### config.mk
export PLATFORM = sky130hd
export DESIGN_NAME = imul_bank
export DESIGN_NICKNAME = d
export VERILOG_FILES = /design/src/verilog/imul_pkg.sv /design/src/verilog/imul_bank.sv /design/src/verilog/imul_collect.sv /design/src/verilog/imul_dispatch.sv /design/src/verilog/imul_unit.sv
export SDC_FILE = /design/constraint.sdc
export NUM_CORES = 2
export LEC_CHECK = 0
export BUFFER_PORTS_ARGS = -buffer_cell sky130_fd_sc_hd__buf_2
export CELL_PAD_IN_SITES_DETAIL_PLACEMENT = 1
export CELL_PAD_IN_SITES_GLOBAL_PLACEMENT = 1
export CORE_MARGIN = 2
export CORE_UTILIZATION = 44
export CTS_CLUSTER_SIZE = 28
export DETAILED_ROUTE_END_ITERATION = 12
export PLACE_DENSITY = 0.75
export SLEW_MARGIN = 20
export SYNTH_ARGS = -nofsm -noshare
export SYNTH_HDL_FRONTEND = slang
export SYNTH_HIERARCHICAL = 1
export SYNTH_SLANG_ARGS = --single-unit
### constraint.sdc
create_clock -name clk -period 7.23 [get_ports clk]
set_input_delay 1.446 -clock clk [delete_from_list [all_inputs] [get_ports clk]]
set_output_delay 1.446 -clock clk [all_outputs]
set_load 0.005 [all_outputs]
### src/verilog/imul_pkg.sv
// --------------------
// Shared constants and FSM state types
// for the iterative multiplier bank
// --------------------

package imul_pkg;

  // --------------------
  // Datapath sizing
  // --------------------

  // Operand and result width
  localparam int DATA_WIDTH = 32;

  // Shift amount and bit counter, must hold DATA_WIDTH itself
  localparam int SHAMT_WIDTH = 6;

  // --------------------
  // Bank sizing
  // --------------------

  // Number of multiplier units in the bank
  localparam int NUM_UNITS = 4;

  // Round-robin pointer width
  localparam int UNIT_IDX_WIDTH = 2;

  // --------------------
  // FSM states
  // --------------------

  // Multiplier unit control
  typedef enum logic [1:0] {
    UNIT_IDLE,
    UNIT_CALC,
    UNIT_DONE
  } unit_state_t;

  // Four-phase host handshake, shared by both host channels
  typedef enum logic [1:0] {
    HS_WAIT_REQ,
    HS_BUSY,
    HS_WAIT_DROP
  } hs_state_t;

endpackage
### src/verilog/imul_bank.sv
// --------------------
// Multiplier bank top level
// Dispatcher, NUM_UNITS units and an in-order collector
// --------------------

`timescale 1ns/1ps

module imul_bank
  import imul_pkg::*;
(
  input  logic                  clk,
  input  logic                  reset,
  input  logic                  in_req,
  input  logic [DATA_WIDTH-1:0] in_a,
  input  logic [DATA_WIDTH-1:0] in_b,
  input  logic                  out_ack,
  output logic                  in_ack,
  output logic                  out_req,
  output logic [DATA_WIDTH-1:0] out_result
);

  // --------------------
  // Internal start/done paths
  // --------------------

  logic [NUM_UNITS-1:0]                 unit_start;
  logic [NUM_UNITS-1:0]                 unit_busy;
  logic [NUM_UNITS-1:0]                 unit_done;
  logic [NUM_UNITS-1:0]                 unit_take;
  logic [NUM_UNITS-1:0][DATA_WIDTH-1:0] unit_result;

  // Operand bus shared by all units
  logic [DATA_WIDTH-1:0]                op_a;
  logic [DATA_WIDTH-1:0]                op_b;

  // Host request side
  imul_dispatch u_dispatch (
    .clk        (clk),
    .reset      (reset),
    .in_req     (in_req),
    .in_a       (in_a),
    .in_b       (in_b),
    .unit_busy  (unit_busy),
    .in_ack     (in_ack),
    .unit_start (unit_start),
    .op_a       (op_a),
    .op_b       (op_b)
  );

  // One multiplier per slot
  for (genvar i = 0; i < NUM_UNITS; i++) begin : g_unit
    imul_unit u_unit (
      .clk    (clk),
      .reset  (reset),
      .start  (unit_start[i]),
      .op_a   (op_a),
      .op_b   (op_b),
      .take   (unit_take[i]),
      .busy   (unit_busy[i]),
      .done   (unit_done[i]),
      .result (unit_result[i])
    );
  end

  // Host response side, same order as issue
  imul_collect u_collect (
    .clk         (clk),
    .reset       (reset),
    .unit_done   (unit_done),
    .unit_result (unit_result),
    .out_ack     (out_ack),
    .unit_take   (unit_take),
    .out_req     (out_req),
    .out_result  (out_result)
  );

endmodule

### src/verilog/imul_collect.sv
// --------------------
// Response side: drains units round-robin
// and returns results by four-phase handshake
// --------------------

`timescale 1ns/1ps

module imul_collect
  import imul_pkg::*;
(
  input  logic                                 clk,
  input  logic                                 reset,
  input  logic [NUM_UNITS-1:0]                 unit_done,
  input  logic [NUM_UNITS-1:0][DATA_WIDTH-1:0] unit_result,
  input  logic                                 out_ack,
  output logic [NUM_UNITS-1:0]                 unit_take,
  output logic                                 out_req,
  output logic [DATA_WIDTH-1:0]                out_result
);

  hs_state_t                 state;
  logic [UNIT_IDX_WIDTH-1:0] ptr;
  logic                      send;

  // --------------------
  // Take logic
  // --------------------

  // Pointed unit has a result and the host channel is idle
  assign send = (state == HS_WAIT_REQ) && unit_done[ptr];

  // Take fires in the same cycle the result is copied
  always_comb begin
    unit_take      = '0;
    unit_take[ptr] = send;
  end

  // --------------------
  // Handshake FSM and pointer
  // --------------------

  always_ff @(posedge clk) begin
    if (reset) begin
      state   <= HS_WAIT_REQ;
      ptr     <= '0;
      out_req <= 1'b0;
    end else begin
      case (state)
        HS_WAIT_REQ: begin
          if (send) begin
            out_req <= 1'b1;
            state   <= HS_BUSY;
            // Next result must come from the next unit in order
            if (ptr == UNIT_IDX_WIDTH'(NUM_UNITS - 1)) begin
              ptr <= '0;
            end else begin
              ptr <= ptr + 1'b1;
            end
          end
        end
        HS_BUSY: begin
          // Req held with stable data until the host acks
          if (out_ack) begin
            out_req <= 1'b0;
            state   <= HS_WAIT_DROP;
          end
        end
        HS_WAIT_DROP: begin
          // Host must release ack before the next req
          if (!out_ack) begin
            state <= HS_WAIT_REQ;
          end
        end
        default: state <= HS_WAIT_REQ;
      endcase
    end
  end

  // --------------------
  // Result register
  // --------------------

  // Only loads on send, so it holds through the whole handshake
  always_ff @(posedge clk) begin
    if (send) begin
      out_result <= unit_result[ptr];
    end
  end

endmodule

### src/verilog/imul_dispatch.sv
// --------------------
// Request side: four-phase receiver
// Issues operands to units in round-robin order
// --------------------

`timescale 1ns/1ps

module imul_dispatch
  import imul_pkg::*;
(
  input  logic                  clk,
  input  logic                  reset,
  input  logic                  in_req,
  input  logic [DATA_WIDTH-1:0] in_a,
  input  logic [DATA_WIDTH-1:0] in_b,
  input  logic [NUM_UNITS-1:0]  unit_busy,
  output logic                  in_ack,
  output logic [NUM_UNITS-1:0]  unit_start,
  output logic [DATA_WIDTH-1:0] op_a,
  output logic [DATA_WIDTH-1:0] op_b
);

  hs_state_t                 state;
  logic [UNIT_IDX_WIDTH-1:0] ptr;
  logic                      issue;

  // Request pending and the unit under the pointer is free
  assign issue = in_req && !unit_busy[ptr] &&
                 ((state == HS_WAIT_REQ) || (state == HS_BUSY));

  // --------------------
  // Handshake FSM and pointer
  // --------------------

  always_ff @(posedge clk) begin
    if (reset) begin
      state      <= HS_WAIT_REQ;
      ptr        <= '0;
      in_ack     <= 1'b0;
      unit_start <= '0;
    end else begin
      // Start is a single-cycle pulse
      unit_start <= '0;
      case (state)
        HS_WAIT_REQ, HS_BUSY: begin
          if (issue) begin
            unit_start[ptr] <= 1'b1;
            in_ack          <= 1'b1;
            state           <= HS_WAIT_DROP;
            if (ptr == UNIT_IDX_WIDTH'(NUM_UNITS - 1)) begin
              ptr <= '0;
            end else begin
              ptr <= ptr + 1'b1;
            end
          end else if (in_req) begin
            // Stalled on a busy unit
            state <= HS_BUSY;
          end else begin
            state <= HS_WAIT_REQ;
          end
        end
        HS_WAIT_DROP: begin
          // Release ack only after the host lets go of req
          if (!in_req) begin
            in_ack <= 1'b0;
            state  <= HS_WAIT_REQ;
          end
        end
        default: state <= HS_WAIT_REQ;
      endcase
    end
  end

  // Shared operand bus, valid from the start pulse onward
  always_ff @(posedge clk) begin
    if (issue) begin
      op_a <= in_a;
      op_b <= in_b;
    end
  end

endmodule

### src/verilog/imul_unit.sv
// --------------------
// Iterative shift-add multiplier unit
// Skips runs of zero bits in B, exits early when B is empty
// --------------------

`timescale 1ns/1ps

module imul_unit
  import imul_pkg::*;
(
  input  logic                  clk,
  input  logic                  reset,
  input  logic                  start,
  input  logic [DATA_WIDTH-1:0] op_a,
  input  logic [DATA_WIDTH-1:0] op_b,
  input  logic                  take,
  output logic                  busy,
  output logic                  done,
  output logic [DATA_WIDTH-1:0] result
);

  // --------------------
  // State and registers
  // --------------------

  unit_state_t state;
  unit_state_t state_next;

  // A shifts left, B shifts right, acc collects partial sums
  logic [DATA_WIDTH-1:0]  a_reg;
  logic [DATA_WIDTH-1:0]  b_reg;
  logic [DATA_WIDTH-1:0]  acc;

  // Bits of B consumed so far
  logic [SHAMT_WIDTH-1:0] cnt;

  // Next values for one step
  logic [DATA_WIDTH-1:0]  a_next;
  logic [DATA_WIDTH-1:0]  b_next;
  logic [DATA_WIDTH-1:0]  acc_next;
  logic [SHAMT_WIDTH-1:0] cnt_next;
  logic [SHAMT_WIDTH-1:0] shamt;
  logic [SHAMT_WIDTH-1:0] bits_left;
  logic [SHAMT_WIDTH-1:0] tz;
  logic                   calc_end;
  logic                   load;

  // Trailing zero count, DATA_WIDTH when the value is zero
  function automatic logic [SHAMT_WIDTH-1:0] trailing_zeros(
    input logic [DATA_WIDTH-1:0] v
  );
    logic [SHAMT_WIDTH-1:0] n;
    n = SHAMT_WIDTH'(DATA_WIDTH);
    // Scan downwards so the lowest set bit wins
    for (int i = DATA_WIDTH - 1; i >= 0; i--) begin
      if (v[i]) begin
        n = SHAMT_WIDTH'(i);
      end
    end
    return n;
  endfunction

  // --------------------
  // Step datapath
  // --------------------

  assign load      = (state == UNIT_IDLE) && start;
  assign bits_left = SHAMT_WIDTH'(DATA_WIDTH) - cnt;
  assign tz        = trailing_zeros(b_reg);

  always_comb begin
    // Set low bit: add A, then move on by one bit
    if (b_reg[0]) begin
      shamt    = SHAMT_WIDTH'(1);
      acc_next = acc + a_reg;
    end else begin
      // Zero run: jump over it, never past the end of B
      shamt    = (tz > bits_left) ? bits_left : tz;
      acc_next = acc;
    end
    a_next   = a_reg << shamt;
    b_next   = b_reg >> shamt;
    cnt_next = cnt + shamt;
  end

  // Finished once B has no set bits left or all bits are consumed
  assign calc_end = (b_next == '0) || (cnt_next == SHAMT_WIDTH'(DATA_WIDTH));

  // --------------------
  // Control FSM
  // --------------------

  always_comb begin
    state_next = state;
    case (state)
      UNIT_IDLE: begin
        if (start) begin
          state_next = UNIT_CALC;
        end
      end
      UNIT_CALC: begin
        if (calc_end) begin
          state_next = UNIT_DONE;
        end
      end
      UNIT_DONE: begin
        // Hold the result until the collector takes it
        if (take) begin
          state_next = UNIT_IDLE;
        end
      end
      default: state_next = UNIT_IDLE;
    endcase
  end

  always_ff @(posedge clk) begin
    if (reset) begin
      state <= UNIT_IDLE;
      cnt   <= '0;
    end else begin
      state <= state_next;
      if (load) begin
        cnt <= '0;
      end else if (state == UNIT_CALC) begin
        cnt <= cnt_next;
      end
    end
  end

  // Operand and accumulator registers
  always_ff @(posedge clk) begin
    if (load) begin
      a_reg <= op_a;
      b_reg <= op_b;
      acc   <= '0;
    end else if (state == UNIT_CALC) begin
      a_reg <= a_next;
      b_reg <= b_next;
      acc   <= acc_next;
    end
  end

  // --------------------
  // Outputs
  // --------------------

  // Busy covers both the calculation and the wait for take
  assign busy   = (state != UNIT_IDLE);
  assign done   = (state == UNIT_DONE);
  assign result = acc;

endmodule

==> qor.txt <==
row count = 115
Die Y = 318 um
P_leak = 19.5 nW
sequential area share after synthesis = 0.324
largest cells by area after synthesis = edfxtp_1 24%, mux2i_1 11%, dfxtp_1 8.0%
fin area = 47,400 um2
worst-skew pair later-pin latency = 0.66 ns
grt ovf = 0
area leader, netlist = edfxtp_1
Core ar. = 98,100 um2
vias = 43,400
FILL cells = 11,600
# setup viols final = 0
die area = 101,000 um2
power consumption = 20.0 mW
Crit path largest cell delay = 0.85 ns
main flop type after synthesis = edfxtp_1
switching share of power = 0.485
Net Sw Power = 9.72 mW
Worst Path Buf+Inv = 1
critical path class = flip-flop to flip-flop
total of max-cap violations = 0
final worst-path cycle share = 0.989
worst min path class = flip-flop to flip-flop
Max Root-Sink Buffers = 3
WL/cell = 31.3 um
drt first pass iters = 7
Resize count post-CTS = 0
Worst setup EP type = flip-flop
cell area after synthesis = 43,400 um2
cts bufs inserted = 67
vias in the first global route = 42,700
I/O pin count = 102
hold buffers post-CTS = 0
count leader, synth = nand2_1
Comb pwr share = 0.526
Yosys cell types = 111
Syn. warnings = 6
unrepaired setup endpoints after global routing = false
largest net degree at the start of global routing = 83
family with the most delay on the worst path = compound AO/OA/AOI/OAI gates
Critical Path RT = 7.77 ns
Nets = 5,314
Routed Antenna Nets = 0
layout cells sized above 1 = 0.0931
ys async rst share = 0
max-slew violations = 0
synthesis-to-layout area growth = 9.18%
Setup Fix Bufs, Post-CTS = 0
Post-DP HPWL = 151,000 um
DRT iter0 DRCs = 4,778
Clock power frac = 0.175
Top cell by count, worst path = o21ai_0
relative slew slack = 0.236
flops & latches, synth = 526
# DRC = 0
Cells after Synth = 5,080
PwrDens = 423 nW/um2
Avg Inst Size Synth = 8.54 um2
CTS Sinks = 526
slowest cell on the critical path = nor4_1
CP arrival = 7.70 ns
clock skew = 0.0235 ns
setup_tns = 0 ns
first-pass GRT wire length = 292,000 um
status = finished, final reports clean
cells along the critical path = nor4_1 > nand2_1 > a31oi_1 > o21ai_0 > ha_1 > nor2b_1 > o31ai_2 > a21o_1 > o21ai_0 > a21oi_4 > buf_4 > mux2i_1 > o21ai_0 > a211oi_1 > or4bb_1 > nor4_1 > nand3_1 > a221oi_2
final count of hold timing violations = 0
count of input and output buffers = 101
Pint = 10.3 mW
Avg Vias per Cell = 6.78
commonest cells in the synthesized netlist = 749 x nand2_1, 459 x mux2i_1, 418 x nor2_1
Seq pwr share = 0.298
Max H-tree Level = 3
Core Util, Final = 0.483
detailed-route wire length = 200,000 um
Max IR drop VDD = 0.428 mV
CP Launch Type = flip-flop
Synth top area share = 0.244
TritonCTS clock tree = built
post-layout minimum cycle time = 7.15 ns
Fmax achieved = 140 MHz
Final GP Congestion = 1.02
root buf cell = clkbuf_16
Tot GR Track Use = 0.384
Reg clk slew, reported paths = 0.06 ns
starting density of the core = 0.442
Mapped Nets = 5,336
DP Area = 45,100 um2
number of enable flip-flop cells after synthesis = 352
die outline width = 318 um
DP Cell Count = 6,276
initial antenna violation count = 8
Slew @ Worst Pin = 1.15 ns
non-filler cells, final = 6,408
Crit Path Max Fanout = 18
[metal layers]
metal	routed length (um)	vias to the layer above	global-route usage	share of wire
met2	90000	2120	0.607	0.45
met3	16700	537	0.0661	0.083
li1	-	19100	-	-
met4	13000	2	0.215	0.065
met1	80700	21700	0.497	0.40
met5	13	-	0	0.000065
[logic make-up (layout without fill, tap and decap cells)]
logic type / after synthesis / count (layout) / share of synthesized area
AOI/OAI and AO/OA: 1529 / 1529 / 0.237
xor gates and xnor gates: 138 / 138 / 0.0278
adders and majority gates: 188 / 188 / 0.0556
buffers and inverters: 440 / 473 / 0.0435
DFF: 526 / 526 / 0.324
muxes: 519 / 519 / 0.130
other: 0 / 8 / 0
and+or+nand+nor: 1740 / 1740 / 0.182
[worst paths after layout]
check,depth (start not counted),slack (ns),endpoint,start
setup reg to reg,18,0.08,g_unit[2].u_unit/state[1],g_unit[2].u_unit/b_reg[11]
hold reg to reg,1,0.48,g_unit[0].u_unit/result[31],g_unit[0].u_unit/result[31]
setup / recovery,18,0.08,g_unit[2].u_unit/state[1],g_unit[2].u_unit/b_reg[11]
hold / removal,1,0.48,g_unit[0].u_unit/result[31],g_unit[0].u_unit/result[31]
[power groups by stage]
stage	registers [mW]	clock network, mW	logic, mW
6_report	5.97	3.51	10.5
5_1_grt	5.98	3.66	11.3
3_5_place_dp	5.93	0	10.2
2_1_floorplan	4.96	0	7.41
3_3_place_gp	5.91	0	10.0
4_1_cts	5.88	3.55	10.3
[through the flow]
stage / hold slack, ns / setup WS, ns
2_1_floorplan: 0.429 / 1.47
3_5_place_dp: 0.461 / 0.549
5_1_grt: 0.501 / 0.0366
6_report: 0.477 / 0.0778
4_1_cts: 0.480 / 0.460
3_3_place_gp: 0.450 / 0.487
[placed cells by master (no fill, tap or decap), types with 34 or more instances in the layout]
cell,n
a211oi_1,83
a21o_1,56
a21oi_1,405
a22o_1,92
a22oi_1,50
a31oi_1,43
buf_2,101
buf_4,119
clkbuf_16,68
dfxtp_1,172
edfxtp_1,352
ha_1,180
inv_1,110
mux2i_1,459
mux4_2,34
nand2_1,743
nand2b_1,39
nand3_1,123
nor2_1,413
nor2b_1,37
nor3_1,112
nor4_1,55
o211ai_1,71
o21a_1,34
o21ai_0,286
o22ai_1,53
xnor2_1,95
xor2_1,43
[cell type report]
class,instances,area (um2),share of cell area
multi-input combinational,4114,27500,0.581
antenna,8,20.0,0.000422
clock inverter,33,393,0.00829
sequential,526,14100,0.297
inverter,128,493,0.0104
clock buffer,91,1850,0.0390
tap,1287,1610,0.0340
timing repair buffer,221,1420,0.0299
(Power assumes the default switching activity.)
